File: config.mk
export PLATFORM = sky130hd
export DESIGN_NAME = main_reg_block
export DESIGN_NICKNAME = d
export VERILOG_FILES = /design/src/verilog/main_reg_pkg.sv /design/src/verilog/reg_access_if.sv /design/src/verilog/main_reg_block.sv /design/src/verilog/reg_bus_port.sv /design/src/verilog/fifo_read_port.sv /design/src/verilog/capture_ctrl_regs.sv /design/src/verilog/byte_field_reg.sv
export VERILOG_INCLUDE_DIRS = /design/src /design/src/verilog
export SDC_FILE = /design/constraint.sdc
export NUM_CORES = 1
export LEC_CHECK = 0
export CAP_MARGIN = 20
export CORE_MARGIN = 2
export CORE_UTILIZATION = 40
export CTS_BUF_LIST = sky130_fd_sc_hd__clkbuf_2 sky130_fd_sc_hd__clkbuf_4 sky130_fd_sc_hd__clkbuf_8
export DETAILED_ROUTE_END_ITERATION = 10
export DONT_BUFFER_PORTS = 1
export SLEW_MARGIN = 10
export SYNTH_ARGS = -nofsm -noshare
export SYNTH_HDL_FRONTEND = slang
export SYNTH_SLANG_ARGS = --single-unit
File: constraint.sdc
create_clock -name cwusb_clk -period 5.05 [get_ports cwusb_clk]
set_input_delay 0.2525 -clock cwusb_clk [delete_from_list [all_inputs] [get_ports cwusb_clk]]
set_output_delay 0.2525 -clock cwusb_clk [all_outputs]
set_load 0.1 [all_outputs]
File: src/verilog/main_reg_macros.svh
// register addresses, select window, reset values and FIFO stream marker fields
`ifndef MAIN_REG_MACROS_SVH
`define MAIN_REG_MACROS_SVH

////////////////////////////////////////////////////////////
// select window in the top two bits of the bus address
`define MAIN_REG_SELECT            2'd0

////////////////////////////////////////////////////////////
// local register addresses
`define REG_BUILDTIME              6'd0    // 4 bytes read only
`define REG_FIFO_STAT              6'd1
`define REG_FIFO_RD                6'd2    // 4-byte frames
`define REG_ARM                    6'd3
`define REG_CAPTURE_OFF            6'd4
`define REG_CAPTURE_LEN            6'd5    // 3 bytes
`define REG_COUNT_WRITES           6'd6
`define REG_TIMESTAMPS_DISABLE     6'd7
`define REG_MAX_TIMESTAMP          6'd8    // 2 bytes
`define REG_CLEAR_ERRORS           6'd9

// reset values of the multi-byte fields
`define CAPTURE_LEN_RESET          24'd0
`define MAX_TIMESTAMP_RESET        16'hFFFF

////////////////////////////////////////////////////////////
// streaming empty marker word
`define FIFO_CMD_START             0
`define FIFO_CMD_LEN               2
`define FIFO_CMD_STRM              2'd3
`define FIFO_DATA_START            2
`define FIFO_DATA_LEN              8
`define FIFO_STRM_EMPTY            8'd0

`endif
File: src/verilog/main_reg_pkg.sv
// shared data types of the main register block
`default_nettype none

package main_reg_pkg;

   ////////////////////////////////////////////////////////////
   // bus side

   typedef logic [7:0] byte_t;          // one bus data byte
   typedef logic [5:0] reg_addr_t;      // address inside the select window
   typedef logic [6:0] bytecnt_t;       // byte index of a multi-byte access

   ////////////////////////////////////////////////////////////
   // FIFO side

   // 16 data bits plus 2 command bits
   typedef logic [17:0] fifo_word_t;

   typedef logic [5:0] fifo_status_t;   // status flags from the FIFO

   ////////////////////////////////////////////////////////////
   // capture control fields

   typedef logic [23:0] capture_len_t;  // samples to capture

   // longest gap between timestamps
   typedef logic [15:0] max_timestamp_t;

endpackage

`default_nettype wire

File: src/verilog/reg_access_if.sv
// decoded register access bundle with driver and receiver modports
`timescale 1ns/10ps
`default_nettype none

interface reg_access_if
   import main_reg_pkg::*;
();

   reg_addr_t addr;        // local address, already inside the window
   bytecnt_t  bytecnt;
   byte_t     wdata;
   logic      wr;          // write qualified by select
   logic      rd;          // read qualified by select
   logic      rd_first;    // first cycle of a selected read

   // bus decoder side
   modport port (
      output addr, bytecnt, wdata, wr, rd, rd_first
   );

   // register blocks
   modport regs (
      input  addr, bytecnt, wdata, wr, rd, rd_first
   );

endinterface

`default_nettype wire

File: src/verilog/main_reg_block.sv
// main register block top level: bus port, capture control registers and FIFO read port
`timescale 1ns/10ps
`default_nettype none

module main_reg_block
   import main_reg_pkg::*;
(
   input  wire            cwusb_clk,
   input  wire            fpga_reset,

   // USB register bus
   input  wire [7:0]      reg_address,
   input  wire bytecnt_t  reg_bytecnt,
   input  wire byte_t     write_data,
   input  wire            reg_read,
   input  wire            reg_write,
   input  wire            reg_addrvalid,
   output byte_t          read_data,

   input  wire [31:0]     buildtime,

   // sample FIFO
   input  wire fifo_word_t   fifo_data,
   input  wire fifo_status_t fifo_status,
   input  wire            fifo_empty,
   output logic           fifo_read,

   // capture front end
   input  wire            flushing,
   input  wire            capture_enable_pulse,
   output logic           arm,
   output logic           reg_arm,
   output logic           arm_pulse,
   output logic           capture_now,
   output logic           capture_off,
   output capture_len_t   capture_len,
   output logic           count_writes,
   output logic           timestamps_disable,
   output max_timestamp_t max_timestamp,
   output logic           clear_errors
);

   byte_t ctrl_rdata;   // read byte from the control registers
   byte_t fifo_rdata;   // read byte from the FIFO port

   reg_access_if acc ();

   reg_bus_port i_reg_bus_port (
      .cwusb_clk     (cwusb_clk),
      .fpga_reset    (fpga_reset),
      .reg_address   (reg_address),
      .reg_bytecnt   (reg_bytecnt),
      .write_data    (write_data),
      .reg_read      (reg_read),
      .reg_write     (reg_write),
      .reg_addrvalid (reg_addrvalid),
      .buildtime     (buildtime),
      .ctrl_rdata    (ctrl_rdata),
      .fifo_rdata    (fifo_rdata),
      .read_data     (read_data),
      .acc           (acc.port)
   );

   capture_ctrl_regs i_capture_ctrl_regs (
      .cwusb_clk            (cwusb_clk),
      .fpga_reset           (fpga_reset),
      .flushing             (flushing),
      .capture_enable_pulse (capture_enable_pulse),
      .acc                  (acc.regs),
      .rdata                (ctrl_rdata),
      .arm                  (arm),
      .reg_arm              (reg_arm),
      .arm_pulse            (arm_pulse),
      .capture_now          (capture_now),
      .capture_off          (capture_off),
      .count_writes         (count_writes),
      .timestamps_disable   (timestamps_disable),
      .clear_errors         (clear_errors),
      .capture_len          (capture_len),
      .max_timestamp        (max_timestamp)
   );

   fifo_read_port i_fifo_read_port (
      .cwusb_clk   (cwusb_clk),
      .fpga_reset  (fpga_reset),
      .fifo_data   (fifo_data),
      .fifo_status (fifo_status),
      .fifo_empty  (fifo_empty),
      .acc         (acc.regs),
      .fifo_read   (fifo_read),
      .rdata       (fifo_rdata)
   );

endmodule

`default_nettype wire

File: src/verilog/reg_bus_port.sv
// select decode, access strobes, build-time read, read merge and output register
`timescale 1ns/10ps
`default_nettype none

`include "main_reg_macros.svh"

module reg_bus_port
   import main_reg_pkg::*;
(
   input  wire            cwusb_clk,
   input  wire            fpga_reset,
   input  wire [7:0]      reg_address,
   input  wire bytecnt_t  reg_bytecnt,
   input  wire byte_t     write_data,
   input  wire            reg_read,
   input  wire            reg_write,
   input  wire            reg_addrvalid,
   input  wire [31:0]     buildtime,
   input  wire byte_t     ctrl_rdata,
   input  wire byte_t     fifo_rdata,
   output byte_t          read_data,
   reg_access_if.port     acc
);

   logic  selected;
   logic  rd_q;           // selected read, one cycle late
   byte_t bt_byte;
   byte_t rdata_merge;

   ////////////////////////////////////////////////////////////
   // select decode and access strobes

   assign selected = reg_addrvalid && (reg_address[7:6] == `MAIN_REG_SELECT);

   assign acc.addr    = reg_address[5:0];
   assign acc.bytecnt = reg_bytecnt;
   assign acc.wdata   = write_data;
   assign acc.wr      = selected && reg_write;
   assign acc.rd      = selected && reg_read;

   // high only while a new read starts
   assign acc.rd_first = acc.rd && !rd_q;

   always_ff @(posedge cwusb_clk) begin
      if (fpga_reset) begin
         rd_q <= 1'b0;
      end else begin
         rd_q <= acc.rd;
      end
   end

   ////////////////////////////////////////////////////////////
   // build time bytes served here

   always_comb begin
      bt_byte = '0;
      if (acc.rd && (acc.addr == `REG_BUILDTIME) && (reg_bytecnt < bytecnt_t'(4)))
         bt_byte = buildtime[reg_bytecnt[1:0]*8 +: 8];
   end

   ////////////////////////////////////////////////////////////
   // read merge and output register

   // each source returns zero outside its own addresses
   assign rdata_merge = bt_byte | ctrl_rdata | fifo_rdata;

   always_ff @(posedge cwusb_clk) begin
      read_data <= rdata_merge;   // data one cycle after the request
   end

endmodule

`default_nettype wire

File: src/verilog/fifo_read_port.sv
// FIFO read strobe, word latch, streaming empty marker, frame byte select and status read
`timescale 1ns/10ps
`default_nettype none

`include "main_reg_macros.svh"

module fifo_read_port
   import main_reg_pkg::*;
(
   input  wire               cwusb_clk,
   input  wire               fpga_reset,
   input  wire fifo_word_t   fifo_data,
   input  wire fifo_status_t fifo_status,
   input  wire               fifo_empty,
   reg_access_if.regs        acc,
   output logic              fifo_read,
   output byte_t             rdata
);

   logic       fifo_empty_r;
   logic       marker_q;       // last frame start found the FIFO empty
   logic       byte3_done;     // byte 3 read since the last frame start
   logic       fifo_addr;
   logic       frame_start;
   fifo_word_t word_q;
   fifo_word_t marker_word;
   fifo_word_t frame_word;

   ////////////////////////////////////////////////////////////
   // frame start and FIFO read

   assign fifo_addr   = acc.rd && (acc.addr == `REG_FIFO_RD);
   assign frame_start = fifo_addr && acc.rd_first && (acc.bytecnt[1:0] == 2'd0);

   // no read while a pending marker frame is unfinished
   assign fifo_read = frame_start && !fifo_empty_r && (!marker_q || byte3_done);

   always_ff @(posedge cwusb_clk) begin
      if (fpga_reset) begin
         fifo_empty_r <= 1'b1;   // treat as empty until sampled
         marker_q     <= 1'b0;
         byte3_done   <= 1'b0;
      end else begin
         fifo_empty_r <= fifo_empty;
         if (frame_start) begin
            byte3_done <= 1'b0;
            if (fifo_empty_r)
               marker_q <= 1'b1;
            else if (byte3_done)
               marker_q <= 1'b0;   // data again after a complete marker frame
         end else if (fifo_addr && (acc.bytecnt[1:0] == 2'd3)) begin
            byte3_done <= 1'b1;
         end
      end
   end

   always_ff @(posedge cwusb_clk) begin
      if (fifo_read)
         word_q <= fifo_data;
   end

   ////////////////////////////////////////////////////////////
   // frame byte select

   always_comb begin
      marker_word = '0;
      marker_word[`FIFO_CMD_START +: `FIFO_CMD_LEN]   = `FIFO_CMD_STRM;
      marker_word[`FIFO_DATA_START +: `FIFO_DATA_LEN] = `FIFO_STRM_EMPTY;
   end

   assign frame_word = marker_q ? marker_word : word_q;

   always_comb begin
      rdata = '0;
      if (fifo_addr) begin
         case (acc.bytecnt[1:0])
            2'd1:    rdata = frame_word[7:0];
            2'd2:    rdata = frame_word[15:8];
            2'd3:    rdata = {fifo_status, frame_word[17:16]};
            default: rdata = '0;   // byte 0 is always zero
         endcase
      end else if (acc.rd && (acc.addr == `REG_FIFO_STAT)) begin
         rdata = {2'b00, fifo_status};
      end
   end

endmodule

`default_nettype wire

File: src/verilog/capture_ctrl_regs.sv
// capture control bits, ARM and capture-now pulses, clear-errors pulse and read-back
`timescale 1ns/10ps
`default_nettype none

`include "main_reg_macros.svh"

module capture_ctrl_regs
   import main_reg_pkg::*;
(
   input  wire            cwusb_clk,
   input  wire            fpga_reset,
   input  wire            flushing,
   input  wire            capture_enable_pulse,
   reg_access_if.regs     acc,
   output byte_t          rdata,
   output logic           arm,
   output logic           reg_arm,
   output logic           arm_pulse,
   output logic           capture_now,
   output logic           capture_off,
   output logic           count_writes,
   output logic           timestamps_disable,
   output logic           clear_errors,
   output capture_len_t   capture_len,
   output max_timestamp_t max_timestamp
);

   logic  reg_arm_r;
   logic  capture_now_q;
   logic  capture_now_r;
   logic  arm_wr;
   logic  clr_wr;
   byte_t len_rd_byte;
   byte_t mts_rd_byte;

   assign arm_wr = acc.wr && (acc.addr == `REG_ARM);
   assign clr_wr = acc.wr && (acc.addr == `REG_CLEAR_ERRORS);

   ////////////////////////////////////////////////////////////
   // control bits and pulses

   always_ff @(posedge cwusb_clk) begin
      if (fpga_reset) begin
         reg_arm            <= 1'b0;
         reg_arm_r          <= 1'b0;
         capture_now_q      <= 1'b0;
         capture_now_r      <= 1'b0;
         clear_errors       <= 1'b0;
         capture_off        <= 1'b0;
         count_writes       <= 1'b0;
         timestamps_disable <= 1'b0;
      end else begin
         reg_arm_r     <= reg_arm;
         capture_now_r <= capture_now_q;
         capture_now_q <= arm_wr && acc.wdata[1];  // held while the write lasts

         // an ARM write wins over the capture-enable clear
         if (arm_wr) begin
            if (acc.wdata[0])
               reg_arm <= 1'b1;
         end else if (capture_enable_pulse) begin
            reg_arm <= 1'b0;
         end

         clear_errors <= clr_wr && !clear_errors;  // never two cycles in a row

         if (acc.wr) begin
            case (acc.addr)
               `REG_CAPTURE_OFF:        capture_off        <= acc.wdata[0];
               `REG_COUNT_WRITES:       count_writes       <= acc.wdata[0];
               `REG_TIMESTAMPS_DISABLE: timestamps_disable <= acc.wdata[0];
               default: ;
            endcase
         end
      end
   end

   assign arm_pulse   = reg_arm & ~reg_arm_r;          // rising edge of reg_arm
   assign arm         = reg_arm_r & ~flushing;
   assign capture_now = capture_now_q & ~capture_now_r;

   ////////////////////////////////////////////////////////////
   // multi-byte fields

   byte_field_reg #(
      .field_t   (capture_len_t),
      .RESET_VAL (`CAPTURE_LEN_RESET)
   ) i_capture_len (
      .cwusb_clk  (cwusb_clk),
      .fpga_reset (fpga_reset),
      .wr_en      (acc.wr && (acc.addr == `REG_CAPTURE_LEN)),
      .bytecnt    (acc.bytecnt),
      .wdata      (acc.wdata),
      .value      (capture_len),
      .rd_byte    (len_rd_byte)
   );

   byte_field_reg #(
      .field_t   (max_timestamp_t),
      .RESET_VAL (`MAX_TIMESTAMP_RESET)
   ) i_max_timestamp (
      .cwusb_clk  (cwusb_clk),
      .fpga_reset (fpga_reset),
      .wr_en      (acc.wr && (acc.addr == `REG_MAX_TIMESTAMP)),
      .bytecnt    (acc.bytecnt),
      .wdata      (acc.wdata),
      .value      (max_timestamp),
      .rd_byte    (mts_rd_byte)
   );

   // read-back is zero outside own addresses
   always_comb begin
      rdata = '0;
      if (acc.rd) begin
         case (acc.addr)
            `REG_ARM:                rdata = {7'b0, reg_arm};
            `REG_CAPTURE_OFF:        rdata = {7'b0, capture_off};
            `REG_COUNT_WRITES:       rdata = {7'b0, count_writes};
            `REG_TIMESTAMPS_DISABLE: rdata = {7'b0, timestamps_disable};
            `REG_CAPTURE_LEN:        rdata = len_rd_byte;
            `REG_MAX_TIMESTAMP:      rdata = mts_rd_byte;
            default:                 rdata = '0;
         endcase
      end
   end

endmodule

`default_nettype wire

File: src/verilog/byte_field_reg.sv
// byte-addressed multi-byte register field of any packed type
`timescale 1ns/10ps
`default_nettype none

module byte_field_reg
   import main_reg_pkg::*;
#(
   parameter type    field_t   = logic [7:0],
   parameter field_t RESET_VAL = '0
) (
   input  wire           cwusb_clk,
   input  wire           fpga_reset,
   input  wire           wr_en,
   input  wire bytecnt_t bytecnt,
   input  wire byte_t    wdata,
   output field_t        value,
   output byte_t         rd_byte
);

   localparam int W = $bits(field_t);

   logic [W-1:0] field_q;

   // bit i lives in byte i/8, so byte counts past the width match nothing
   always_ff @(posedge cwusb_clk) begin
      if (fpga_reset) begin
         field_q <= RESET_VAL;
      end else if (wr_en) begin
         for (int i = 0; i < W; i++) begin
            if (bytecnt == bytecnt_t'(i / 8))
               field_q[i] <= wdata[i % 8];
         end
      end
   end

   always_comb begin
      rd_byte = '0;   // zero past the top byte
      for (int i = 0; i < W; i++) begin
         if (bytecnt == bytecnt_t'(i / 8))
            rd_byte[i % 8] = field_q[i];
      end
   end

   assign value = field_t'(field_q);

endmodule

`default_nettype wire

======== Word level (Yosys, flattened, before mapping) ========
Index checks and enable logic that the tools add are counted.
word-level totals
  logic and storage cells ................. 137
  memories ................................ 0
  latch bits .............................. 0
  bits in writable memories ............... 0
  input bits .............................. 87
  flip-flop bits (word level) ............. 78
  bits in read-only memories .............. 0
  output and inout bits ................... 57
cells by class
  add/sub/neg operators ................... 0
  bitwise logic cells ..................... 8
  divide/modulo/power cells ............... 0
  shift operators ......................... 1
  eq/ne operators ......................... 15
  $lt $le $gt $ge ......................... 1
  reductions and logical operators ........ 41
  multiplexer cells ....................... 52
  multiply operators ...................... 0
operators by type and width
  operator                                                                      count
  8-bit case mux with 6 select lines                                            1
  1-bit two-way mux                                                             45
  32-bit by 6-bit indexed part select with 8-bit output                         1
  6-bit by 3-bit equality test with 1-bit output, second input constant         4
  8-bit two-way mux                                                             3
  8-bit case mux with 3 select lines                                            1
  2-bit AND reduction                                                           10
  1-bit logical AND                                                             19
  18-bit two-way mux                                                            1
  8-bit OR                                                                      2
  6-bit by 2-bit equality test with 1-bit output, second input constant         2
  6-bit by 4-bit equality test with 1-bit output, second input constant         2
  7-bit by 1-bit equality test with 1-bit output, second input constant         1
  7-bit by 2-bit equality test with 1-bit output, second input constant         1
  7-bit logical NOT                                                             1
  7-bit by 3-bit less-than comparator with 1-bit output, second input constant  1
  6-bit by 1-bit equality test with 1-bit output, second input constant         1
  6-bit logical NOT                                                             1
  6-bit two-way mux                                                             1
  2-bit equality test, second input constant                                    2
  1-bit logical NOT                                                             4
  2-bit logical NOT                                                             2
  2-bit nonzero test                                                            2
  1-bit bitwise AND                                                             3
  other kinds (5)                                                               7

======== Longest topological paths before layout ========
  word-level depth ........................ 8
  gate-level depth with buffers ........... 7
  depth with buffers taken out ............ 5

======== Hierarchy ========
From an unflattened synthesis, not the netlist that was laid out.
second synthesis, totals
  cells, all modules ...................... 443
  area total of the unflattened synthesis .. 4304.1 sq um
modules (own cells, without submodules)
  module                                                 times used  area each (sq um)  seq. area each (sq um)  cells an instance
  byte_field_reg at i_capture_ctrl_regs.i_capture_len    1           1241.2             480.5                   123
  fifo_read_port                                         1           1021.0             600.6                   90
  byte_field_reg at i_capture_ctrl_regs.i_max_timestamp  1           755.7              320.3                   82
  reg_bus_port                                           1           690.7              180.2                   74
  capture_ctrl_regs                                      1           595.6              160.2                   74

======== Worst setup path after synthesis ========
OpenSTA, ideal clock, no wires.
  path kind ............................... input -> register
  start ................................... in reg_address[7]
  end ..................................... reg i_fifo_read_port.word_q[0], enable pin
  data required time ...................... 4.527 ns
  data arrival time ....................... 4.953 ns
  buffers on the path ..................... 0
  path slack .............................. -0.426 ns
  setup time .............................. 0.523 ns
  stages on the path ...................... 4
  path through ............................ nor4bb_1 -> nand2_1 -> or4_1 -> a211oi_1
between the ends
  longest elaborated chain between the ends .. 8
RTL lines
  element                               line                                      source
  start: declaration                    main_reg_block.sv:12                      input wire [7:0] reg_address,
  2-bit logical NOT (no line) (*)       --
  1-bit logical AND (*)                 reg_bus_port.sv:33                        assign selected = reg_addrvalid && (reg_address[7:6] == `MAIN_REG_SELECT);
  1-bit logical AND (*)                 reg_bus_port.sv:39                        assign acc.rd = selected && reg_read;
  1-bit logical AND (on tied branches)  fifo_read_port.sv:32, reg_bus_port.sv:42
  1-bit logical AND (*) (2 in a row)    fifo_read_port.sv:33                      assign frame_start = fifo_addr && acc.rd_first && (acc.bytecnt[1:0] == 2'd0);
  1-bit logical AND (*) (2 in a row)    fifo_read_port.sv:36                      assign fifo_read = frame_start && !fifo_empty_r && (!marker_q || byte3_done);
  via fifo_read                         main_reg_block.sv:26                      output logic fifo_read,
  end signal: assignment                fifo_read_port.sv:59                      word_q <= fifo_data;
  end: declaration                      fifo_read_port.sv:25                      fifo_word_t word_q;
Mark *: on every way through the listed nets, which the timed path passes. The rest lies on a longest branch.
A chain may end at the register's enable or synchronous reset.

======== Worst setup path after layout ========
  start ................................... in reg_address[7]
  end ..................................... out fifo_read
between the ends
  longest elaborated chain between the ends .. 8
RTL lines
  element                               line
  2-bit logical NOT (no line) (*)       --
  1-bit logical AND (*)                 reg_bus_port.sv:33
  1-bit logical AND (*)                 reg_bus_port.sv:39
  1-bit logical AND (on tied branches)  fifo_read_port.sv:32, reg_bus_port.sv:42
  1-bit logical AND (*) (2 in a row)    fifo_read_port.sv:33
  1-bit logical AND (*) (2 in a row)    fifo_read_port.sv:36
  end: declaration                      main_reg_block.sv:26
Mark *: on every way between the ends. The rest lies on a longest branch, timed or not.

==> flow_summary.yaml <==
cells_and_area:
  drive_above_1_share_pct: 12.0
  nets: 450
  diodes: 0
  fin_area_um2: 4190
  syn_to_final_growth_pct: 13.2
synthesis:
  synth_edf_count: 18
  postSynthCellCount: 352
  synth_top_area_share_pct: 32.4
  syn-cell-area_um2: 3700
  yosysWarnings: 0
  synthTopCellsByArea: "dfxtp_1, edfxtp_1, mux2i_1"
  synth_nets: 439
  seq_area_frac_synth_pct: 47.0
  synth_cell_types: 44
  ys_ff_latch: 78
  synth.avg_cell_area_um2: 10.5
  synth_area_leader_cell: "dfxtp_1"
  async_reset_ff_share_pct: 0
  synth-main-ff-cell: "dfxtp_1"
critical_path:
  worstSetupEndpointType: "primary output"
  r2r-start: "i_reg_bus_port.rd_q$_SDFF_PP0_"
  path_class: "input port to primary output"
  critical_path.cell_chain: "nor4bb_1 -> nand2_1 -> or4_1 -> a211oi_4 -> buf_4"
  crit_slowest_cell: "or4_1"
  cp_max_fo: 15
  worstRegToRegCells: 3
  cpPeakStageDelay_ns: 0.63
  crit_path_start_kind: "input port"
  worstPathRequired_ns: 4.80
  r2r-end: "i_fifo_read_port.word_q[17]$_DFFE_PP_"
  r2r_slack_ns: 2.90
  worst_ep_arrival_time_ns: 2.47
power_and_ir_drop:
  power_switching_uw: 267
  p_leak_nw: 1.64
  max-vdd-ir-drop_mv: 0.143
  p_seq_share_pct: 56.6
  total_power_mw: 1.13
  clockPowerShare_pct: 37.7
  internal-power_uw: 861
  combPwrFrac_pct: 5.7
  powerDensity_nw_per_um2: 269
  switching_share_pct: 23.7
timing:
  hold_violations: 0
  drv_slew: 0
  setup_tns_ns: 0
  fmax_ghz: 0.367
  setup-violations-final: 0
  rsz0062_at_grt: "false"
  fin_skew_ns: 0.0112
  relSlewSlack_pct: 28.6
  fin_crit_sh_pct: 53.9
  worst_pin_slew_ns: 1.07
  fin_crit_ns: 2.72
routing:
  wl_per_cell_um: 21.1
  detail-route-antenna-nets: 0
  firstDrtPassIters: 5
  vias_per_cell: 5.94
  detail_route.iter0.violations: 132
  via_count: 2847
  drt_drc_violations_left: 0
  drt_wl_total_um: 10100
die:
  die_x_um: 100
  core_um2: 9110
  placement_rows: 35
  dieArea_um2: 10000
  io_pins: 144
  die_h_um: 100
  start_util_pct: 40.6
cts:
  post_cts_resized: 0
  cts_sinks: 78
  cts_max_path_buffers: 2
  cts_setup_buffers: 0
  clockRootBuffer: "clkbuf_8"
  clkLatencyLatePin_ns: 0.35
  cts.clk_slew.worst_paths_ns: 0.08
  cts_hold_buffers: 21
  cts_tree: "built"
  htreeDepth: 3
  numCtsBuffers: 9
flow_run:
  maxCapViolCount: 0
global_routing:
  antenna_found_initial: 0
  grt_use_total_pct: 20.3
  overflow: 0
  grt_pass1_vias: 2787
  grt_pass1_wl_um: 15300
  grt_max_degree: 51
worst_hold_path:
  hold_class: "input port to flop"
  worst_hold_startpoint: "fifo_status[1]"
  holdPathStages: 2
  min_to: "i_reg_bus_port.read_data[1]$_DFF_P_"
status:
  status: "completed"
placed_design:
  port_buffers: 0
  placed_cell_area_um2: 3790
  place_hpwl_um: 7150
  gp_congestion: 0.822
worst max-delay path: cells and delay by family:
kind,cells,cell delay [ns]
AO/OA/AOI/OAI,1,0.39
buffers and inverters,1,0.47
AND/OR/NAND/NOR,3,1.33
layout make-up:
class / count / area, um^2
clock buffer: 10 / 131
clock inverter: 6 / 45.0
fill: 866 / 4920
inverter: 10 / 37.5
multi-input combinational: 240 / 1850
sequential: 78 / 1740
tap: 111 / 139
timing repair buffer: 24 / 243
power by group through the flow:
stage          logic, mW  clock network (mW)  registers [mW]
2_1_floorplan     0.0507                   0           0.653
3_3_place_gp      0.0427                   0           0.653
3_5_place_dp      0.0428                   0           0.653
4_1_cts           0.0641               0.442           0.638
5_1_grt           0.0689               0.472           0.639
6_report          0.0639               0.426           0.638
placed cells by master (no fill, tap or decap), drive strengths merged, types with 2 or more instances in the layout:
cell type / n
nand2b: 3
a21oi: 9
or4: 4
nand3: 7
nor4: 3
o2bb2ai: 9
clkinv: 4
dfxtp: 60
inv: 11
o221ai: 3
clkbuf: 10
nor2b: 12
dlygate4sd3: 20
and2: 2
o22ai: 4
nand4: 3
a211o: 16
a221o: 4
a22oi: 11
nor2: 54
nand2: 9
a2bb2oi: 4
buf: 4
or4b: 3
nor4bb: 2
or3: 2
nor3: 3
o21ai: 9
or2: 3
edfxtp: 18
and3: 2
mux2i: 45
o21a: 2
mux4: 8
per-layer routing:
layer | vias to the layer above | GRT usage, % | wire [um]
met5 | - | 0 | 0
met4 | 0 | 7.06 | 169
met3 | 14 | 5.85 | 774
met2 | 121 | 32.7 | 4870
met1 | 1390 | 26.0 | 4270
li1 | 1322 | - | -
through the flow:
step	cells	util, %	hold WS [ns]	setup WS [ns]
floorplan	352	-	0.351	1.20
global placement	442	41.6	0.331	2.32
detailed placement	442	41.6	0.332	2.24
CTS	479	46.0	0.00598	2.35
global route	479	46.0	0.0175	2.14
finish	479	46.0	0.0220	2.33
state kept, by name (all words and copies together), names as in the netlist:
register and count:
i_fifo_read_port.marker_q 1, i_capture_ctrl_regs.reg_arm_r 1, i_capture_ctrl_regs.i_max_timestamp.value 16, i_capture_ctrl_regs.capture_now_q 1, i_capture_ctrl_regs.clear_errors 1, i_reg_bus_port.rd_q 1
i_capture_ctrl_regs.capture_now_r 1, i_capture_ctrl_regs.timestamps_disable 1, i_capture_ctrl_regs.count_writes 1, i_fifo_read_port.word_q 18, i_reg_bus_port.read_data 8, i_fifo_read_port.byte3_done 1
i_capture_ctrl_regs.capture_off 1, i_capture_ctrl_regs.i_capture_len.value 24, i_capture_ctrl_regs.reg_arm 1, i_fifo_read_port.fifo_empty_r 1
how the worst max path moves through the flow:
stage                   start                               endpoint  slack [ns]  cells past startpoint
3_3_place_gp   reg_address[7]   i_fifo_read_port.word_q[7]$_DFFE_PP_        2.32                      5
6_report       reg_address[7]                              fifo_read        2.33                      5
4_1_cts        reg_address[7]                              fifo_read        2.35                      5
5_1_grt        reg_address[7]                              fifo_read        2.14                      5
3_5_place_dp   reg_address[7]  i_fifo_read_port.word_q[15]$_DFFE_PP_        2.24                      5
2_1_floorplan  reg_address[7]   i_fifo_read_port.word_q[0]$_DFFE_PP_        1.20                      4
Yosys cell counts (8+ instances only):
cell type and n:
o21ai_0 8, o2bb2ai_1 9, dfxtp_1 60, inv_1 9, nand2_1 9, a22oi_1 11, nor2_1 54, nor2b_1 12
a21oi_1 9, clkbuf_1 15, edfxtp_1 18, mux2i_1 45, mux4_2 8, a211o_1 16
cell families after synthesis:
| kind of cell | count (synthesis) | share of synthesized area, % |
|---|---|---|
| simple gates | 114 | 17.4 |
| buf+inv | 34 | 3.62 |
| compound gates | 72 | 14.6 |
| mux | 54 | 17.3 |
| flops | 78 | 47.0 |
Note: power is estimated with default switching activity, not from simulation.
